**config.mk**
```make
export PLATFORM = sky130hd
export DESIGN_NAME = gshare_fetch
export DESIGN_NICKNAME = d
export VERILOG_FILES = /design/src/bp_pkg.sv /design/src/bp_if.sv /design/src/gshare_fetch.sv /design/src/fetch_ctrl.sv /design/src/pht.sv /design/src/btb.sv
export SDC_FILE = /design/constraint.sdc
export NUM_CORES = 2
export LEC_CHECK = 0
export BUFFER_PORTS_ARGS = -buffer_cell sky130_fd_sc_hd__buf_2
export CAP_MARGIN = 20
export CORE_MARGIN = 10
export CORE_UTILIZATION = 45
export DETAILED_ROUTE_END_ITERATION = 10
export GPL_TIMING_DRIVEN = 1
export PLACE_DENSITY = 0.57
export SLEW_MARGIN = 20
export SYNTH_ARGS = -nofsm -noshare
export SYNTH_HDL_FRONTEND = slang
export SYNTH_SLANG_ARGS = --single-unit
```
**constraint.sdc**
```tcl
create_clock -name clk_i -period 5.3 [get_ports clk_i]
set_clock_uncertainty 0.05 [all_clocks]
set_input_delay 1.06 -clock clk_i [delete_from_list [all_inputs] [get_ports clk_i]]
set_output_delay 1.06 -clock clk_i [all_outputs]
set_load 0.02 [all_outputs]
```
**src/bp_pkg.sv**
```systemverilog
package bp_pkg;

    // Instruction address width
    localparam int ADDR_W = 32;

    // Defaults picked up by the top level
    localparam int DEF_BTB_IDX_W = 6;   // 64 BTB entries
    localparam int DEF_HIST_W    = 5;   // 32 PHT entries

    typedef logic [ADDR_W-1:0] addr_t;

    // 2-bit saturating counter, ordered from not taken to taken
    typedef enum logic [1:0] {
        STRONG_NT = 2'b00,
        WEAK_NT   = 2'b01,
        WEAK_T    = 2'b10,
        STRONG_T  = 2'b11
    } ctr_state_e;

endpackage
```
**src/bp_if.sv**
```systemverilog
`timescale 1ns/100ps

// Fetch side lookup, resolved within the cycle
interface lookup_if import bp_pkg::*; #(
    parameter int HIST_W = DEF_HIST_W
);

    addr_t             pc;      // Current fetch PC
    logic [HIST_W-1:0] ghr;     // Current global history
    logic              hit;     // BTB tag match
    addr_t             target;  // BTB stored target
    logic              taken;   // Counter says taken

    modport ctrl (output pc, ghr, input hit, target, taken);
    modport btb  (input pc, output hit, target);
    modport pht  (input pc, ghr, output taken);

endinterface

// Resolved branch report from the back end
interface resolve_if import bp_pkg::*; #(
    parameter int HIST_W = DEF_HIST_W
);

    logic              valid;        // One cycle per resolved branch or jump
    addr_t             pc;
    logic              taken;        // Actual outcome
    addr_t             target;       // Actual target
    logic              pred_taken;   // Prediction handed out at fetch
    addr_t             pred_target;
    logic [HIST_W-1:0] ghr;          // History snapshot taken at fetch

    modport btb  (input valid, pc, taken, target);
    modport pht  (input valid, pc, taken, ghr);
    modport ctrl (input valid, pc, taken, target, pred_taken, pred_target, ghr);

endinterface

```
**src/gshare_fetch.sv**
```systemverilog
`timescale 1ns/100ps

module gshare_fetch import bp_pkg::*; #(
    parameter int BTB_IDX_W = DEF_BTB_IDX_W,
    parameter int HIST_W    = DEF_HIST_W
) (
    input  logic              clk_i,
    input  logic              rst_ni,
    input  logic              stall_i,             // Holds the PC
    input  logic              res_valid_i,         // Resolve strobe
    input  logic              res_taken_i,
    input  logic              res_pred_taken_i,
    input  addr_t             res_pc_i,
    input  addr_t             res_target_i,
    input  addr_t             res_pred_target_i,
    input  logic [HIST_W-1:0] res_ghr_i,           // History seen at fetch
    output addr_t             pc_o,
    output addr_t             pred_target_o,
    output logic              pred_taken_o,
    output logic              flush_o,
    output logic [HIST_W-1:0] ghr_o
);

    lookup_if  #(.HIST_W(HIST_W)) lookup_bus ();
    resolve_if #(.HIST_W(HIST_W)) resolve_bus ();

    // Resolve report from the back end
    assign resolve_bus.valid       = res_valid_i;
    assign resolve_bus.pc          = res_pc_i;
    assign resolve_bus.taken       = res_taken_i;
    assign resolve_bus.target      = res_target_i;
    assign resolve_bus.pred_taken  = res_pred_taken_i;
    assign resolve_bus.pred_target = res_pred_target_i;
    assign resolve_bus.ghr         = res_ghr_i;

    btb #(
        .BTB_IDX_W (BTB_IDX_W)
    ) btb_inst (
        .clk_i   (clk_i),
        .rst_ni  (rst_ni),
        .lookup  (lookup_bus),
        .resolve (resolve_bus)
    );

    pht #(
        .HIST_W (HIST_W)
    ) pht_inst (
        .clk_i   (clk_i),
        .rst_ni  (rst_ni),
        .lookup  (lookup_bus),
        .resolve (resolve_bus)
    );

    fetch_ctrl #(
        .HIST_W (HIST_W)
    ) fetch_ctrl_inst (
        .clk_i         (clk_i),
        .rst_ni        (rst_ni),
        .stall_i       (stall_i),
        .lookup        (lookup_bus),
        .resolve       (resolve_bus),
        .pc_o          (pc_o),
        .pred_target_o (pred_target_o),
        .pred_taken_o  (pred_taken_o),
        .flush_o       (flush_o),
        .ghr_o         (ghr_o)
    );

endmodule

```
**src/fetch_ctrl.sv**
```systemverilog
`timescale 1ns/100ps

module fetch_ctrl import bp_pkg::*; #(
    parameter int HIST_W = DEF_HIST_W
) (
    input  logic              clk_i,
    input  logic              rst_ni,
    input  logic              stall_i,
    lookup_if.ctrl            lookup,
    resolve_if.ctrl           resolve,
    output addr_t             pc_o,
    output addr_t             pred_target_o,
    output logic              pred_taken_o,
    output logic              flush_o,
    output logic [HIST_W-1:0] ghr_o
);

    localparam addr_t INSN_BYTES = addr_t'(4);

    typedef logic [HIST_W-1:0] ghr_t;

    addr_t pc_q;
    addr_t pc_d;
    addr_t pc_plus4;
    addr_t redirect_pc;
    addr_t pred_target;
    ghr_t  ghr_q;
    ghr_t  ghr_d;
    logic  pred_taken;
    logic  dir_miss;
    logic  tgt_miss;
    logic  mispredict;

    // Lookup always describes the current PC
    assign lookup.pc  = pc_q;
    assign lookup.ghr = ghr_q;

    assign pc_plus4    = pc_q + INSN_BYTES;
    assign pred_taken  = lookup.hit && lookup.taken;   // Needs both a target and a taken counter
    assign pred_target = pred_taken ? lookup.target : pc_plus4;

    // Wrong direction, or right direction but wrong target
    assign dir_miss   = resolve.taken != resolve.pred_taken;
    assign tgt_miss   = resolve.taken && resolve.pred_taken
                        && (resolve.target != resolve.pred_target);
    assign mispredict = resolve.valid && (dir_miss || tgt_miss);

    assign redirect_pc = resolve.taken ? resolve.target : resolve.pc + INSN_BYTES;

    // Redirect beats stall, stall beats prediction
    always_comb begin
        if (mispredict) begin
            pc_d = redirect_pc;
        end else if (stall_i) begin
            pc_d = pc_q;
        end else begin
            pc_d = pred_target;
        end
    end

    // History rebuilt from the snapshot plus the real outcome
    assign ghr_d = resolve.valid ? {resolve.ghr[HIST_W-2:0], resolve.taken} : ghr_q;

    always_ff @(posedge clk_i or negedge rst_ni) begin
        if (!rst_ni) begin
            pc_q  <= '0;
            ghr_q <= '0;
        end else begin
            pc_q  <= pc_d;
            ghr_q <= ghr_d;
        end
    end

    assign pc_o          = pc_q;
    assign ghr_o         = ghr_q;
    assign pred_taken_o  = pred_taken;
    assign pred_target_o = pred_target;
    assign flush_o       = mispredict;   // Same cycle as the bad resolve

endmodule

```
**src/pht.sv**
```systemverilog
`timescale 1ns/100ps

module pht import bp_pkg::*; #(
    parameter int HIST_W = DEF_HIST_W
) (
    input logic    clk_i,
    input logic    rst_ni,
    lookup_if.pht  lookup,
    resolve_if.pht resolve
);

    localparam int ENTRIES = 1 << HIST_W;

    typedef logic [HIST_W-1:0] pht_idx_t;

    ctr_state_e ctr_q [ENTRIES];

    pht_idx_t   rd_idx;
    pht_idx_t   wr_idx;
    ctr_state_e wr_state;

    // Saturating step of one counter toward the resolved outcome
    function automatic ctr_state_e step(ctr_state_e cur, logic taken);
        ctr_state_e nxt;
        case (cur)
            STRONG_NT: nxt = taken ? WEAK_NT  : STRONG_NT;
            WEAK_NT:   nxt = taken ? WEAK_T   : STRONG_NT;
            WEAK_T:    nxt = taken ? STRONG_T : WEAK_NT;
            STRONG_T:  nxt = taken ? STRONG_T : WEAK_T;
            default:   nxt = WEAK_NT;
        endcase
        return nxt;
    endfunction

    // Gshare index from word address and history
    assign rd_idx = lookup.pc[HIST_W+1:2] ^ lookup.ghr;
    assign wr_idx = resolve.pc[HIST_W+1:2] ^ resolve.ghr;   // Uses the fetch time snapshot

    assign lookup.taken = (ctr_q[rd_idx] >= WEAK_T);   // Upper half of the encoding

    assign wr_state = step(ctr_q[wr_idx], resolve.taken);

    // All counters start weakly not taken
    always_ff @(posedge clk_i or negedge rst_ni) begin
        if (!rst_ni) begin
            for (int i = 0; i < ENTRIES; i++) begin
                ctr_q[i] <= WEAK_NT;
            end
        end else if (resolve.valid) begin
            ctr_q[wr_idx] <= wr_state;
        end
    end

endmodule

```
**src/btb.sv**
```systemverilog
`timescale 1ns/100ps

module btb import bp_pkg::*; #(
    parameter int BTB_IDX_W = DEF_BTB_IDX_W
) (
    input logic   clk_i,
    input logic   rst_ni,
    lookup_if.btb lookup,
    resolve_if.btb resolve
);

    localparam int ENTRIES = 1 << BTB_IDX_W;
    localparam int TAG_W   = ADDR_W - BTB_IDX_W - 2;   // Bits above index and byte offset

    typedef logic [BTB_IDX_W-1:0] btb_idx_t;
    typedef logic [TAG_W-1:0]     btb_tag_t;

    logic [ENTRIES-1:0] valid_q;
    btb_tag_t           tag_q    [ENTRIES];
    addr_t              target_q [ENTRIES];

    btb_idx_t rd_idx;
    btb_tag_t rd_tag;
    btb_idx_t wr_idx;
    btb_tag_t wr_tag;
    logic     wr_en;

    // Address split for the fetch PC
    assign rd_idx = lookup.pc[BTB_IDX_W+1:2];
    assign rd_tag = lookup.pc[ADDR_W-1:BTB_IDX_W+2];

    // Address split for the resolving PC
    assign wr_idx = resolve.pc[BTB_IDX_W+1:2];
    assign wr_tag = resolve.pc[ADDR_W-1:BTB_IDX_W+2];

    // Only taken branches allocate
    assign wr_en = resolve.valid && resolve.taken;

    // Read sees the table as it stood before this edge
    assign lookup.hit    = valid_q[rd_idx] && (tag_q[rd_idx] == rd_tag);
    assign lookup.target = target_q[rd_idx];

    always_ff @(posedge clk_i or negedge rst_ni) begin
        if (!rst_ni) begin
            valid_q <= '0;
        end else if (wr_en) begin
            valid_q[wr_idx] <= 1'b1;
        end
    end

    // Tag and target storage
    always_ff @(posedge clk_i) begin
        if (wr_en) begin
            tag_q[wr_idx]    <= wr_tag;
            target_q[wr_idx] <= resolve.target;   // Overwrites a stale target too
        end
    end

endmodule

```
Word-level counts from Yosys, hierarchy flattened
Memory sizes are Yosys's and may differ from the RTL's.
Cells that the tools add are included.
{"block": "classes", "add_sub_neg": 2, "multipliers": 0, "div": 0, "order_cmp": 7, "eq_ne": 7, "shift": 0, "n_mux": 24, "bitwise": 5, "reduce_logical": 10}
{"cell": "$mux W32", "count": 4}
{"cell": "$add A32 B3 Y32 const B", "count": 2}
{"cell": "$bwmux W64", "count": 1}
{"cell": "$or A64 B64 Y64", "count": 1}
{"cell": "$ne A32 B32 Y1", "count": 1}
{"cell": "$eq A24 B24 Y1", "count": 1}
{"cell": "$bmux W2 S5", "count": 2}
{"cell": "$lt A6 B7 Y1 const B", "count": 2}
{"cell": "$mux W2", "count": 7}
{"cell": "$ge A6 B6 Y1 const B", "count": 2}
{"cell": "$not A5 Y6", "count": 2}
{"cell": "$demux W2 S5", "count": 1}
{"cell": "$xor A5 B5 Y5", "count": 2}
{"cell": "$logic_and A1 B1 Y1", "count": 8}
{"cell": "$pmux W2 S4", "count": 1}
{"cell": "$bmux W1 S6", "count": 1}
{"cell": "$demux W1 S6", "count": 1}
{"cell": "$ge A6 B1 Y1 const B", "count": 1}
{"cell": "$lt A6 B1 Y1 const B", "count": 1}
{"cell": "$mux W1", "count": 6}
{"cell": "$eq A2 B2 Y1 const B", "count": 2}
{"cell": "$eq A2 B1 Y1 const B", "count": 1}
{"cell": "$ge A2 B2 Y1 const B", "count": 1}
{"cell": "$logic_not A2 Y1", "count": 1}
{"cell": "other kinds (3)", "count": 3}
{"block": "totals", "ff_bits": 165, "latchBits": 0, "mem_bits_rw": 3584, "rom_bits": 0, "inputBits": 107, "output_inout_bits": 71, "word_cells": 92, "n_memories": 2}
{"name": "btb_inst.target_q", "words": 64, "word_bits": 32, "read_ports": 1, "rd_ports_with_merged_regs": 0, "write_ports": 1, "line_no": "btb.sv:20", "text": "addr_t target_q [ENTRIES];"}
{"name": "btb_inst.tag_q", "words": 64, "word_bits": 24, "read_ports": 1, "rd_ports_with_merged_regs": 0, "write_ports": 1, "line_no": "btb.sv:19", "text": "btb_tag_t tag_q [ENTRIES];"}

Logic depth before layout (Yosys ltp)
{"block": "depth", "ltp_word": 10, "ltp_mapped": 18, "depth_no_buf": 11}

By module
Synthesis repeated with hierarchy kept, for this count alone.
{"block": "unflattened", "cells_unflattened": 6730, "area_unflattened_um2": 147376.3}
{"module": "btb", "instances": 1, "cells_each": 5817, "area_each_um2": 139366.2, "seq_area_each_um2": 109224.8}
{"module": "fetch_ctrl", "instances": 1, "cells_each": 580, "area_each_um2": 4561.9, "seq_area_each_um2": 925.9}
{"module": "pht", "instances": 1, "cells_each": 333, "area_each_um2": 3448.3, "seq_area_each_um2": 1641.6}

Worst setup path before layout
OpenSTA, ideal clock, no wires.
{"block": "synth_timing", "kind": "register to output", "from": "register fetch_ctrl_inst.pc_q[2], in the netlist fetch_ctrl_inst.lookup.pc[2]", "to": "output pred_target_o[2]", "arrival_ns": 4.001, "required_time_ns": 4.190, "setup_slack_ns": 0.189, "stages_incl_launch_ff": 12, "path_buffers": 1, "path_cell_list": "dfrtp_1 buf_6 xor2_1 mux4_2 mux4_2 or2_2 o2111ai_1 nand2_1 and4_1 nand4_4 clkinv_1 o21ai_0"}
{"block": "synth_between", "elab_chain_cells": 8, "word_cells_on_any_way": 15, "classes_between": "add/sub: 1; order compare: 1; eq/ne: 1; mux: 6; bitwise: 2; reduce/logical: 2; memory: 2"}
{"item": "start, declared", "line_no": "fetch_ctrl.sv:22", "text": "addr_t pc_q;"}
{"item": "start signal, assigned", "line_no": "fetch_ctrl.sv:69", "text": "pc_q <= pc_d;"}
{"item": "$xor A5 B5 Y5", "line_no": "pht.sv:36", "text": "assign rd_idx = lookup.pc[HIST_W+1:2] ^ lookup.ghr;"}
{"item": "$not A5 Y6 (not written as such)", "line_no": "pht.sv:39", "text": "assign lookup.taken = (ctr_q[rd_idx] >= WEAK_T);"}
{"item": "$bmux W2 S5", "line_no": "pht.sv:39"}
{"item": "$mux W2 (not written as such) (2 in series)", "line_no": "pht.sv:39"}
{"item": "$ge A2 B2 Y1", "line_no": "pht.sv:39"}
{"item": "$logic_and A1 B1 Y1 *", "line_no": "fetch_ctrl.sv:39", "text": "assign pred_taken = lookup.hit && lookup.taken;"}
{"item": "named net pred_taken_o", "line_no": "gshare_fetch.sv:19", "text": "output logic pred_taken_o,"}
{"item": "$mux W32 *", "line_no": "fetch_ctrl.sv:40", "text": "assign pred_target = pred_taken ? lookup.target : pc_plus4;"}
{"item": "end, declared", "line_no": "gshare_fetch.sv:18", "text": "output addr_t pred_target_o,"}
Mark *: on every way through the listed nets, which the timed path passes. The rest lies on a longest branch. The select of a mux whose other input is x is not followed.

Final worst setup path
{"block": "layout_timing", "from": "register fetch_ctrl_inst.pc_q[4], in the netlist fetch_ctrl_inst.lookup.pc[4]", "to": "output pred_target_o[22]"}
{"block": "layout_between", "elab_chain_cells": 8, "word_cells_on_any_way": 15, "classes_between": "add/sub: 1; order compare: 1; eq/ne: 1; mux: 6; bitwise: 2; reduce/logical: 2; memory: 2"}
{"item": "$xor A5 B5 Y5", "line_no": "pht.sv:36"}
{"item": "$not A5 Y6 (not written as such)", "line_no": "pht.sv:39"}
{"item": "$bmux W2 S5", "line_no": "pht.sv:39"}
{"item": "$mux W2 (not written as such) (2 in series)", "line_no": "pht.sv:39"}
{"item": "$ge A2 B2 Y1", "line_no": "pht.sv:39"}
{"item": "$logic_and A1 B1 Y1", "line_no": "fetch_ctrl.sv:39"}
{"item": "$mux W32 *", "line_no": "fetch_ctrl.sv:40"}
Mark *: on every way between the ends. The rest lies on a longest branch, timed or not. The select of a mux whose other input is x is not followed.

==> flow_metrics.env <==
export IMPL_dr_total_vias=78400
export IMPL_critPathKind="flop to output pin"
export IMPL_netlist_instances=6488
export IMPL_total_leakage_power_nw=55.9
export IMPL_final_area_um2=172000
export IMPL_drt_iter0_drc=13200
export IMPL_grt_overflow=0
export IMPL_synthFlopType="edfxtp_1"
export IMPL_yosysTopAreaCell="edfxtp_1"
export IMPL_rsz0062_at_grt="true"
export IMPL_outcome="finished with violations"
export IMPL_fin_nets=7485
export IMPL_max_freq_mhz=161
export IMPL_critPathBufInv=7
export IMPL_cap_violations=0
export IMPL_fin_crit_sh=1.17
export IMPL_r2r_setup_slack_ns=0.28
export IMPL_total_power_mw=83.1
export IMPL_ys_types=74
export IMPL_grt_use_met1=0.393
export IMPL_cp_required_ns=4.19
export IMPL_place_ws_ns=-0.194
export IMPL_area_delta_synth_final_pct=17.3
export IMPL_fp_coreArea_um2=324000
export IMPL_maxSlewViolCount=0
export IMPL_clkLatencyLatePin_ns=0.98
export IMPL_cp_top_family="compound AO/OA/AOI/OAI gates"
export IMPL_critical_path_top_cell_by_count="buf_4"
export IMPL_synth_top_cell_area_share=0.734
export IMPL_slowest_stage="dfrtp_4"
export IMPL_final_cell_mix="edfxtp_1, mux4_2, buf_4"
export IMPL_power_density_nw_per_um2=483
export IMPL_synth_area_leaders="edfxtp_1, mux4_2, dfrtp_1, mux2i_1, mux2_2"
export IMPL_layout_drive_gt1_share=0.370
export IMPL_grt_pass1_wl_mm=688
export IMPL_cts_buffers=386
export IMPL_hold_viol_final=0
export IMPL_h_tree_depth=5
export IMPL_whs_ns=0.337
export IMPL_initial_core_util=0.452
export IMPL_hpwl_mm=294
export IMPL_final_fill_count=25000
export IMPL_clk_transition_reported_paths_ns=0.06
export IMPL_ir_drop_uv=291
export IMPL_grt_max_degree=103
export IMPL_cp_end_kind="output pin"
export IMPL_utilization=0.530
export IMPL_ys_warnings_count=0
export IMPL_min_period_ns=6.22
export IMPL_async_reset_ff_frac=0.0440
export IMPL_finalNonFillerCells=12000
export IMPL_slew_headroom=0.231
export IMPL_cts_root_buf="clkbuf_16"
export IMPL_syn_nets=6598
export IMPL_track_usage=0.289
export IMPL_path_max_fanout=7
export IMPL_ys_ff_latch=3749
export IMPL_layout_commonest_cell="edfxtp_1"
export IMPL_placed_area_um2=158000
export IMPL_cts_path_max_buffers=4
export IMPL_synth_cell_area_um2=147000
export IMPL_gp_congestion=0.912
export IMPL_die_width_um=591
export IMPL_drcViolationCount=0
export IMPL_grt_util_met3=0.0551
export IMPL_cp_arrival_ns=5.11
export IMPL_totalNegativeSetupSlack_ns=-28.55
export IMPL_port_buffers=177
export IMPL_die_h_um=591
export IMPL_cts_tree="yes"
export IMPL_dr_pass1_iters=6
export IMPL_wire_per_inst_um=42.7
export IMPL_postRouteAntennaNets=0
export IMPL_wl_mm=514
export IMPL_hold_path_class="input port to flop"
export IMPL_rows=209
export IMPL_start_kind="flop"
export IMPL_dieArea_um2=349000
export IMPL_setup_violations=33
export IMPL_multi_input_area_um2=34100
export IMPL_grt_pass1_vias=76900
export IMPL_vias_per_cell=6.52
export IMPL_met2_usage=0.449
export IMPL_layout_setup_ws_ns=-0.918
export IMPL_max_stage_delay_ns=0.61
export IMPL_yosysSeqAreaShare=0.763
export IMPL_synth_edff_count=3584
export IMPL_io_pins=178
export IMPL_cp_cell_sequence="buf_12 > buf_4 > and2_1 > buf_4 > a221oi_1 > buf_4 > a211oi_4 > a311oi_2 > o21ai_0 > a211oi_2 > and4_4 > nand4_4 > buf_12 > buf_16 > mux2_4 > buf_2"
export IMPL_antenna_found_initial=36
export IMPL_busiest_layer="met2"
export IMPL_cts_sinks=3749
export IMPL_worstMarginPinSlew_ns=1.15
export IMPL_place_inst=11300
export IMPL_violations="negative setup slack"
export IMPL_regArea_um2=112000
export IMPL_syn_avg_cell_area_um2=22.6
==> area by class of cell <==
cell class              instances  share of cell area
repair buffers                846              0.0475
well taps                    4325              0.0315
multi-input cells            2375               0.198
flip-flops and latches       3749               0.650
clock inverters               209              0.0111
diodes                         12            0.000175
clock buffers                 500              0.0608
inverters                      17            0.000480
==> cells by family after synthesis <==
group / synth area share
DFF: 0.763
muxes: 0.179
and+or+nand+nor: 0.0209
buffers and inverters: 0.0122
AOI/OAI and AO/OA: 0.0172
xor gates and xnor gates: 0.00717
adders and majority gates: 0.000393
==> power by group <==
group,switching (mW),internal (mW)
Clock,11.6,15.2
Combinational,12.2,10.8
Sequential,0.360,32.9
Total,24.1,59.0
==> registers in the layout, indices dropped and copies added (netlist names) <==
register,count
fetch_ctrl_inst.ghr_o,5
btb_inst.tag_q,1536
pht_inst.ctr_q,64
btb_inst.valid_q,64
fetch_ctrl_inst.lookup.pc,32
btb_inst.target_q,2048
==> worst min-delay path: stages <==
cell and delay, ns:
buf_2 0.14, nand2_1 0.06, o21ai_0 0.06
==> final timing paths <==
path	end	cells after the start	from
setup reg to reg	fetch_ctrl_inst.lookup.pc[2]	17	fetch_ctrl_inst.lookup.pc[2]
max in group asynchronous	pht_inst.ctr_q[59]	3	rst_ni
hold / removal	fetch_ctrl_inst.ghr_o[3]	3	res_ghr_i[2]
min in group asynchronous	fetch_ctrl_inst.lookup.pc[15]	2	rst_ni
hold reg to reg	btb_inst.valid_q[27]	1	btb_inst.valid_q[27]
setup / recovery	pred_target_o[22]	16	fetch_ctrl_inst.lookup.pc[4]
==> timing repair <==
action / in CTS / in global routing
hold buffers: 1 / 0
resized for setup: 111 / 140
gates cloned: 4 / 5
setup buffers: 15 / 22
setup endpoints to repair: 34 / 34
pin swaps: 17 / 19
hold endpoints to repair: 5 / 0
==> layer usage <==
metal / up-vias / routed length [um]
li1: 29400 / -
met1: 42800 / 190000
met2: 5124 / 238000
met3: 1095 / 52600
met4: 6 / 33000
met5: - / 40
==> cells in the mapped netlist, drive strengths merged, types with 21 or more instances <==
library cell and n:
dfrtp 133, nand3 48, or2 73, a21oi 45, mux2i 121, nor3 34, clkbuf 115, a221o 31
edfxtp 3584, nand4 27, o22ai 27, mux4 1055, dfstp 32, buf 232, a221oi 21, xnor2 84
nand2 136, nor2 166, xor2 36, and3 38, mux2 109, o21ai 59, a22oi 77
(Power assumes the default switching activity.)
